<file path="src/logic/cache_consts.svh">
`ifndef CACHE_CONSTS_SVH
`define CACHE_CONSTS_SVH

// ------------------------------
// Block geometry
// ------------------------------

// Words held by the one cache block
`define CACHE_BLOCK_WORDS 16

// Bits needed to pick a word inside the block
`define CACHE_INDEX_BITS 4

// Lowest address bit of the block tag
// Byte offset is 2 bits, word index sits just above it
`define CACHE_TAG_LSB 6

// ------------------------------
// Bus width
// ------------------------------

// CPU and memory data path
`define CACHE_WORD_BITS 32

`endif

</file>
<file path="src/logic/cache_pkg.sv">
`default_nettype none

`include "cache_consts.svh"

package cache_pkg;

    // Widths that carry a meaning
    typedef logic [`CACHE_WORD_BITS-1:0]                 word_t;
    typedef logic [`CACHE_WORD_BITS-`CACHE_TAG_LSB-1:0]  block_tag_t;
    typedef logic [`CACHE_INDEX_BITS-1:0]                word_index_t;
    typedef logic [`CACHE_WORD_BITS/8-1:0]               byte_en_t;

    // Hart request, read and write are exclusive
    typedef struct packed {
        logic     read;
        logic     write;
        word_t    addr;
        word_t    wdata;
        byte_en_t be;
    } cpu_req_t;

    // Burst request, addr is the block base for the whole burst
    typedef struct packed {
        logic  valid;
        logic  we;
        word_t addr;
        word_t wdata;
    } mem_req_t;

    // One ack per beat
    typedef struct packed {
        logic  ack;
        word_t rdata;
    } mem_rsp_t;

    // Cache controller FSM
    typedef enum logic [1:0] {IDLE, WRITE_BACK, TURNAROUND, REFILL} cache_state_t;

endpackage

`default_nettype wire

</file>
<file path="src/logic/block_cache.sv">
`timescale 1ns/100ps
`default_nettype none

`include "cache_consts.svh"

module block_cache (
    input  wire logic                clk,
    input  wire logic                rst_n,
    input  wire cache_pkg::cpu_req_t cpu_req,
    input  wire logic                flush,
    input  wire cache_pkg::mem_rsp_t mem_rsp,
    output cache_pkg::word_t         rdata,
    output logic                     stall,
    output cache_pkg::mem_req_t      mem_req
);

    // ------------------------------
    // Storage and control state
    // ------------------------------

    // Block data, no reset
    cache_pkg::word_t        blk [`CACHE_BLOCK_WORDS];
    // Tag of the block in storage
    cache_pkg::block_tag_t   blk_tag;
    // Tag of the block being fetched
    cache_pkg::block_tag_t   miss_tag;
    logic                    blk_valid;
    logic                    blk_dirty;
    // Write-back was ordered by a flush, not by a miss
    logic                    flush_wb;
    cache_pkg::cache_state_t state;
    cache_pkg::cache_state_t next_state;
    // Beat counter for both burst kinds
    cache_pkg::word_index_t  ptr;

    // Request decode
    cache_pkg::block_tag_t   req_tag;
    cache_pkg::word_index_t  req_index;
    logic                    hit;
    logic                    access;
    logic                    serve;
    logic                    beat;
    logic                    last_beat;
    cache_pkg::word_t        be_mask;

    assign req_tag   = cpu_req.addr[`CACHE_WORD_BITS-1:`CACHE_TAG_LSB];
    assign req_index = cpu_req.addr[`CACHE_TAG_LSB-1 -: `CACHE_INDEX_BITS];
    assign hit       = blk_valid && (req_tag == blk_tag);
    assign access    = cpu_req.read || cpu_req.write;

    // Hits are only served when idle and no flush is pending
    assign serve     = (state == cache_pkg::IDLE) && !flush && hit;

    // Only beats of our own burst count
    assign beat      = mem_rsp.ack && mem_req.valid;
    assign last_beat = beat && (ptr == cache_pkg::word_index_t'(`CACHE_BLOCK_WORDS - 1));

    // Stall covers bursts, the flush cycle and any miss
    assign stall = (state != cache_pkg::IDLE) || flush || (access && !hit);

    // Read data is combinational, valid whenever stall is low
    assign rdata = blk[req_index];

    // Byte enables widened to a bit mask
    always_comb begin
        for (int i = 0; i < `CACHE_WORD_BITS / 8; i++) begin
            be_mask[i*8 +: 8] = {8{cpu_req.be[i]}};
        end
    end

    // ------------------------------
    // FSM
    // ------------------------------

    always_comb begin
        next_state = state;
        case (state)
            cache_pkg::IDLE: begin
                if (flush) begin
                    // Nothing to write back on an invalid or clean block
                    if (blk_valid && blk_dirty) begin
                        next_state = cache_pkg::WRITE_BACK;
                    end
                end else if (access && !hit) begin
                    // Dirty victim goes out before the refill
                    if (blk_valid && blk_dirty) begin
                        next_state = cache_pkg::WRITE_BACK;
                    end else begin
                        next_state = cache_pkg::REFILL;
                    end
                end
            end
            cache_pkg::WRITE_BACK: begin
                if (last_beat) begin
                    next_state = flush_wb ? cache_pkg::IDLE : cache_pkg::TURNAROUND;
                end
            end
            // One dead cycle between the two bursts
            cache_pkg::TURNAROUND: begin
                next_state = cache_pkg::REFILL;
            end
            cache_pkg::REFILL: begin
                if (last_beat) begin
                    next_state = cache_pkg::IDLE;
                end
            end
            default: begin
                next_state = cache_pkg::IDLE;
            end
        endcase
    end

    always_ff @(posedge clk) begin
        if (!rst_n) begin
            state     <= cache_pkg::IDLE;
            ptr       <= '0;
            blk_valid <= 1'b0;
            blk_dirty <= 1'b0;
            flush_wb  <= 1'b0;
        end else begin
            state <= next_state;
            // Cause is sampled on the cycle that leaves IDLE
            if (state == cache_pkg::IDLE) begin
                flush_wb <= flush;
            end
            // Pointer wraps back to zero after the last beat
            if (beat) begin
                ptr <= ptr + 1'b1;
            end
            if (serve && cpu_req.write) begin
                blk_dirty <= 1'b1;
            end
            // Block stays valid and turns clean after write-back
            if ((state == cache_pkg::WRITE_BACK) && last_beat) begin
                blk_dirty <= 1'b0;
            end
            if ((state == cache_pkg::REFILL) && last_beat) begin
                blk_valid <= 1'b1;
            end
        end
    end

    // ------------------------------
    // Data path
    // ------------------------------

    always_ff @(posedge clk) begin
        if (serve && cpu_req.write) begin
            // Merge enabled bytes only
            blk[req_index] <= (blk[req_index] & ~be_mask) | (cpu_req.wdata & be_mask);
        end else if ((state == cache_pkg::REFILL) && beat) begin
            blk[ptr] <= mem_rsp.rdata;
        end
        // Hart holds the missing address, latch it for the whole refill
        if (state == cache_pkg::IDLE) begin
            miss_tag <= req_tag;
        end
        if ((state == cache_pkg::REFILL) && last_beat) begin
            blk_tag <= miss_tag;
        end
    end

    // Memory request straight from the state, address fixed per burst
    always_comb begin
        mem_req.valid = (state == cache_pkg::WRITE_BACK) || (state == cache_pkg::REFILL);
        mem_req.we    = (state == cache_pkg::WRITE_BACK);
        if (state == cache_pkg::WRITE_BACK) begin
            mem_req.addr = {blk_tag, {`CACHE_TAG_LSB{1'b0}}};
        end else begin
            mem_req.addr = {miss_tag, {`CACHE_TAG_LSB{1'b0}}};
        end
        mem_req.wdata = blk[ptr];
    end

    // Hart never reads and writes at once
    assert property (@(posedge clk) disable iff (!rst_n)
        !(cpu_req.read && cpu_req.write));

    // Every burst starts at word zero
    assert property (@(posedge clk) disable iff (!rst_n)
        $rose(mem_req.valid) |-> (ptr == '0));

    // Burst address holds for the whole burst
    assert property (@(posedge clk) disable iff (!rst_n)
        (mem_req.valid && $past(mem_req.valid)) |-> $stable(mem_req.addr));

endmodule

`default_nettype wire

</file>
<file path="src/logic/burst_arbiter.sv">
`timescale 1ns/100ps
`default_nettype none

module burst_arbiter (
    input  wire logic                clk,
    input  wire logic                rst_n,
    input  wire cache_pkg::mem_req_t req_a,
    input  wire cache_pkg::mem_req_t req_b,
    input  wire cache_pkg::mem_rsp_t mem_rsp,
    output cache_pkg::mem_rsp_t      rsp_a,
    output cache_pkg::mem_rsp_t      rsp_b,
    output cache_pkg::mem_req_t      mem_req
);

    // ------------------------------
    // Grant state
    // ------------------------------

    // A burst owns the port
    logic grant_busy;
    // Owner is side B
    logic grant_b;
    // Side B was served last
    logic last_b;

    logic granted_valid;
    logic bus_free;
    logic any_req;
    logic pick_b;

    assign granted_valid = grant_b ? req_b.valid : req_a.valid;

    // Owner dropping valid ends its burst
    assign bus_free = !grant_busy || !granted_valid;
    assign any_req  = req_a.valid || req_b.valid;

    // On a tie the side not served last wins
    assign pick_b = req_b.valid && (!req_a.valid || !last_b);

    always_ff @(posedge clk) begin
        if (!rst_n) begin
            grant_busy <= 1'b0;
            grant_b    <= 1'b0;
            // A wins the first tie
            last_b     <= 1'b1;
        end else if (bus_free) begin
            grant_busy <= any_req;
            if (any_req) begin
                grant_b <= pick_b;
                last_b  <= pick_b;
            end
        end
    end

    // ------------------------------
    // Routing
    // ------------------------------

    always_comb begin
        mem_req       = grant_b ? req_b : req_a;
        mem_req.valid = grant_busy && granted_valid;
    end

    // Read data is shared, ack goes to the owner only
    always_comb begin
        rsp_a     = mem_rsp;
        rsp_b     = mem_rsp;
        rsp_a.ack = mem_rsp.ack && grant_busy && !grant_b;
        rsp_b.ack = mem_rsp.ack && grant_busy && grant_b;
    end

    // Ack only reaches a side that is running a burst
    assert property (@(posedge clk) disable iff (!rst_n)
        rsp_a.ack |-> req_a.valid);
    assert property (@(posedge clk) disable iff (!rst_n)
        rsp_b.ack |-> req_b.valid);

    // No grant switch in the middle of a burst
    // Port address and direction hold while valid stays high
    assert property (@(posedge clk) disable iff (!rst_n)
        (mem_req.valid && $past(mem_req.valid))
            |-> ($stable(mem_req.addr) && $stable(mem_req.we)));

endmodule

`default_nettype wire

</file>
<file path="src/logic/cache_subsystem.sv">
`timescale 1ns/100ps
`default_nettype none

module cache_subsystem (
    input  wire logic                clk,
    input  wire logic                rst_n,
    input  wire cache_pkg::cpu_req_t cpu_a,
    input  wire cache_pkg::cpu_req_t cpu_b,
    input  wire logic                flush_a,
    input  wire logic                flush_b,
    input  wire cache_pkg::mem_rsp_t mem_rsp,
    output cache_pkg::word_t         rdata_a,
    output cache_pkg::word_t         rdata_b,
    output logic                     stall_a,
    output logic                     stall_b,
    output cache_pkg::mem_req_t      mem_req
);

    // ------------------------------
    // Cache to arbiter links
    // ------------------------------

    cache_pkg::mem_req_t mem_req_a;
    cache_pkg::mem_req_t mem_req_b;
    cache_pkg::mem_rsp_t mem_rsp_a;
    cache_pkg::mem_rsp_t mem_rsp_b;

    // Hart A cache
    block_cache cache_a_i (
        .clk     (clk),
        .rst_n   (rst_n),
        .cpu_req (cpu_a),
        .flush   (flush_a),
        .mem_rsp (mem_rsp_a),
        .rdata   (rdata_a),
        .stall   (stall_a),
        .mem_req (mem_req_a)
    );

    // Hart B cache
    block_cache cache_b_i (
        .clk     (clk),
        .rst_n   (rst_n),
        .cpu_req (cpu_b),
        .flush   (flush_b),
        .mem_rsp (mem_rsp_b),
        .rdata   (rdata_b),
        .stall   (stall_b),
        .mem_req (mem_req_b)
    );

    // Whole-burst round-robin onto the memory port
    burst_arbiter arb_i (
        .clk     (clk),
        .rst_n   (rst_n),
        .req_a   (mem_req_a),
        .req_b   (mem_req_b),
        .mem_rsp (mem_rsp),
        .rsp_a   (mem_rsp_a),
        .rsp_b   (mem_rsp_b),
        .mem_req (mem_req)
    );

endmodule

`default_nettype wire

</file>
<file path="config.mk">
export PLATFORM = sky130hd
export DESIGN_NAME = cache_subsystem
export DESIGN_NICKNAME = d
export VERILOG_FILES = /design/src/logic/cache_pkg.sv /design/src/logic/block_cache.sv /design/src/logic/burst_arbiter.sv /design/src/logic/cache_subsystem.sv
export VERILOG_INCLUDE_DIRS = /design/src /design/src/logic
export SDC_FILE = /design/constraint.sdc
export NUM_CORES = 1
export LEC_CHECK = 0
export ABC_CLOCK_PERIOD_IN_PS = 4800
export BUFFER_PORTS_ARGS = -buffer_cell sky130_fd_sc_hd__buf_2
export CAP_MARGIN = 20
export CORE_AREA = 8 8 352 286
export DETAILED_ROUTE_END_ITERATION = 10
export DIE_AREA = 0 0 360 294
export PLACE_DENSITY = 0.78
export SLEW_MARGIN = 10
export SYNTH_ARGS = -nofsm -noshare
export SYNTH_HDL_FRONTEND = slang
export SYNTH_HIERARCHICAL = 1
export SYNTH_SLANG_ARGS = --single-unit
</file>
<file path="constraint.sdc">
create_clock -name clk -period 4.8 [get_ports clk]
set_input_delay 0.24 -clock clk [delete_from_list [all_inputs] [get_ports clk]]
set_output_delay 0.24 -clock clk [all_outputs]
set_load 0.01 [all_outputs]
</file>
**Word-level counts from Yosys, hierarchy flattened**

Memory sizes are Yosys's and may differ from the RTL's. A register that Yosys moved wholly into a read port is not among the register bits.
Cells that the tools add are included.

- Reductions and logical operators: 58
- Mux-type cells: 40
- Bitwise operators: 9
- Add/sub/neg operators: 2
- Equal/unequal tests: 18

Operators by type and width:

| cell | number |
|---|---|
| $and 32x32->32 | 4 |
| $mux 32 | 4 |
| $mux 65 | 1 |
| $not 32->32 | 2 |
| $or 32x32->32 | 2 |
| $reduce_or 32->1 | 2 |
| $eq 26x26->1 | 2 |
| $mux 2 | 14 |
| $logic_and 1x1->1 | 27 |
| $mux 4 | 6 |
| $pmux 2 s4 | 2 |
| $mux 1 | 13 |
| $ne 3x2->1 const B | 4 |
| $logic_or 1x1->1 | 11 |
| $logic_not 1->1 | 9 |
| $add 4x1->4 const B | 2 |
| $eq 2x2->1 const B | 4 |
| $eq 4x4->1 const B | 2 |
| $reduce_and 4->1 | 2 |
| $eq 2x1->1 const B | 2 |
| $logic_not 2->1 | 2 |
| $ne 2x1->1 const B | 2 |
| $ne 2x2->1 const B | 2 |
| $reduce_bool 2->1 | 2 |
| 3 further kinds | 4 |

- Output and inout port bits: 132
- Register bits after elaboration: 125
- Memories kept: 2
- RAM bits: 1024
- Input bits: 177

Memory list:

| name | depth | width | rd ports | clocked after Yosys merged registers in | write ports | line | RTL |
|---|---|---|---|---|---|---|---|
| cache_a_i.blk | 16 | 32 | 2 | 1 | 1 | block_cache.sv:22 | `` cache_pkg::word_t blk [`CACHE_BLOCK_WORDS]; `` |
| cache_b_i.blk | 16 | 32 | 2 | 1 | 1 | block_cache.sv:22 |  |

**Logic depth before layout (Yosys ltp)**

- Word-level depth: 9
- Depth in mapped cells: 10
- Depth with buffers taken out: 7

**Cells and area by module**

The synthesis kept the hierarchy.

Modules (own cells, without submodules):

| module | area each (µm²) | times used | cells an instance | seq. area each (µm²) |
|---|---|---|---|---|
| block_cache (cache_b_i) | 27333.7 | 1 | 1508 | 17196.5 |
| block_cache (cache_a_i) | 27317.4 | 1 | 1492 | 17196.5 |
| burst_arbiter | 1706.6 | 1 | 156 | 60.1 |

**Worst setup path before layout**

Ideal clock, no wire load.

- Path type: reg2reg
- Start: register arb_i.grant_b
- End: memory cache_b_i/blk[0][0] (netlist name) (enable)
- Stages on the path, launching flop included: 9
- Buffers on the path: 3
- Required time: 4.368 ns
- Slack: 1.117 ns
- Setup time: 0.432 ns
- Arrival time: 3.251 ns
- Path through: dfxtp_1 buf_6 buf_6 and3_1 and2_1 clkbuf_1 nand2_1 or3_1 a21oi_1

RTL lines:

| element | line | RTL |
|---|---|---|
| from (decl) | burst_arbiter.sv:22 | `logic grant_b;` |
| from (signal assigned) | burst_arbiter.sv:49 | `grant_b <= pick_b;` |
| to (decl) | block_cache.sv:22 |  |

==> results_dict.tcl <==
set metrics [dict create \
    outcome "finished, final reports clean" \
    setup_tns_ps 0 \
    ant_nets 0 \
    htreeDepth 3 \
    die-area_um2 106000 \
    worstPathArrival_ps 3640 \
    row_count 102 \
    grt_antenna_before_repair 12 \
    dp.cells 4492 \
    io_pins 309 \
    slew_viol_final 0 \
    fill_cells 5961 \
    post_cts_buffers 0 \
    avgSynthCellArea_um2 17.9 \
    die_height_um 294 \
    grt_overflow 0 \
    cp-end-kind "primary output" \
    cts_tree "done" \
    final_cell_mix "edfxtp_1 (1128), mux4_2 (502), buf_2 (292)" \
    synth_warnings 6 \
    design_area_um2 63300 \
    worst_ep_required_time_ps 4560 \
    placedInstanceArea_um2 59000 \
    p_leak_uw 0.0206 \
    wl_per_cell_um 34.3 \
    dr.pass1.iters 8 \
    relSlewSlack_pct 20.4 \
    start_util_pct 59.1 \
    die_width_um 360 \
    grt_pass1_wl_um 237000 \
    fmax_mhz 258 \
    synth_edf_count 1128 \
    drive_above_1_share_pct 36.4 \
    hold_violations 0 \
    path_max_fanout 41 \
    synthFlopType "edfxtp_1" \
    drc_errors 0 \
    clk_pin_slew_ps 60 \
    area_growth_pct 12.3 \
    start_kind "flip-flop" \
    postCtsResizedCells 0 \
    clk_latency_ps 710 \
    rsz0062_at_grt "no" \
    setup_viol 0 \
    clock-root-buffer "clkbuf_16" \
    finalClockSkew_ps 48.7 \
    synth_cell_type_count 56 \
    crit_type "reg -> out" \
    dp_hpwl_um 101000 \
    final_common_cell "edfxtp_1" \
    use_met1_pct 40.3 \
    coreArea_um2 95300 \
    portBuffers 298 \
    cts_buffer_depth 3 \
    drv_cap 0 \
    grt_pass1_vias 35052 \
    gp_congestion 0.907 \
    ys_seq_elements 1157 \
    ys_seq_area_share_pct 61.1 \
    grt_util_met2_pct 46.1 \
    synthArstFlopShare_pct 0 \
    hp-class "in -> reg" \
    period_share_pct 80.8 \
    netlist_area_um2 56400 \
    ir_drop_mv 0.356 \
    avgViaCountPerCell 7.21 \
    powerDensity_nw_per_um2 354 \
    syn_inst 3156 \
    finalCriticalPeriod_ps 3880 \
    grt_use_met3_pct 7.45 \
    tightest_slew_ps 1190 \
    clock-sinks 1157 \
    wl_um 164000 \
    dr_total_vias 34371 \
    grt_max_degree 82 \
    cts_buffers 112 \
    drt-initial-drc-count 4647 \
    grt_use_total_pct 30.3 \
    final_cell_count_no_fill 4766 \
    nets 3593 \
    hold_buffers 56 \
    busiest_layer "met2" \
]
-- final cells by class --
class / instances / area (um^2) / area share (%)
timing repair buffer: 442 / 3020 / 4.77
antenna: 9 / 22.5 / 0.0356
sequential: 1157 / 34500 / 54.5
clock inverter: 62 / 633 / 1.00
inverter: 15 / 56.3 / 0.0890
multi-input combinational: 1686 / 20400 / 32.3
tap: 1248 / 1560 / 2.47
clock buffer: 147 / 3060 / 4.84
-- flip-flops by register name (all words and copies together) (netlist names), 2 cells and up, named ones only --
signal / count
cache_a_i/ptr: 4
cache_b_i/miss_tag: 26
cache_a_i/state: 2
cache_a_i/blk_tag: 26
cache_b_i/state: 2
cache_b_i/blk: 512
cache_b_i/ptr: 4
cache_b_i/blk_tag: 26
cache_a_i/miss_tag: 26
cache_a_i/blk: 512
-- routing by layer --
metal	vias to the layer above	wire, um
met3	485	20600
met2	2714	74400
li1	13556	-
met1	17610	57400
met4	6	11200
met5	-	33
-- where the power goes --
part | leakage (uW) | switching (uW) | internal, uW
registers | 0.0105 | 62.5 | 11300
logic | 0.00839 | 1240 | 822
clock network | 0.00179 | 3850 | 5120
total | 0.0206 | 5160 | 17300
-- synth_stat cells (26+ instances only) --
master	count	area, um^2
nand2_1	273	1020
a22oi_1	65	488
mux2_4	65	976
buf_4	87	653
o22a_1	64	561
buf_2	53	265
mux2_2	116	1310
edfxtp_1	1128	33900
dfxtp_1	29	581
clkbuf_1	126	473
o31ai_1	65	488
mux2i_1	131	1310
mux4_2	502	11300
nor2_1	43	161
buf_6	26	293
xnor2_1	51	447
o21ai_1	33	165
o21ai_0	102	510
a21oi_1	32	160
-- cell families (layout without fill, tap and decap cells) --
family                     Yosys count  in the layout  synth area share, %
adders and majority gates            2              2               0.0444
xor gates and xnor gates            54             54                0.839
and+or+nand+nor                    404            404                 3.11
other                                2             21               0.0133
muxes                              824            824                 26.9
AOI/OAI and AO/OA                  390            390                 4.60
DFF                               1157           1157                 61.1
buffers and inverters              323            666                 3.35
-- final timing paths --
path,from,to,cells after the start,slack [ps]
hold / removal,cpu_b[68],cache_b_i/blk_dirty$_SDFFE_PP0P_,5,120
setup reg to reg,cache_b_i/blk_tag[23]$_DFFE_PP_,cache_b_i/blk[15][13]$_DFFE_PP_,6,930
hold reg to reg,cache_b_i/miss_tag[15]$_DFFE_PP_,cache_b_i/blk_tag[15]$_DFFE_PP_,0,440
setup / recovery,flip-flop,mem_req[11],5,920
-- worst max-delay path, cell delays in order (launching register included) --
cell and delay (ps):
dfxtp_4 820, buf_12 410, mux4_2 580, mux4_2 580, mux2_4 330, buf_2 150
-- stage by stage --
stage                     utilization, %  power (uW)  worst slack [ps]  hold slack [ps]
after global placement              61.9       13500              1050              431
after detailed placement            61.9       13600               983              433
after CTS                           66.3       22400               862             68.7
final                               66.4       22400               921              121
after global routing                66.3       22900               775              167
after floorplan                        -       12900              1120              320
No activity file was read; power rests on OpenSTA's default activity.
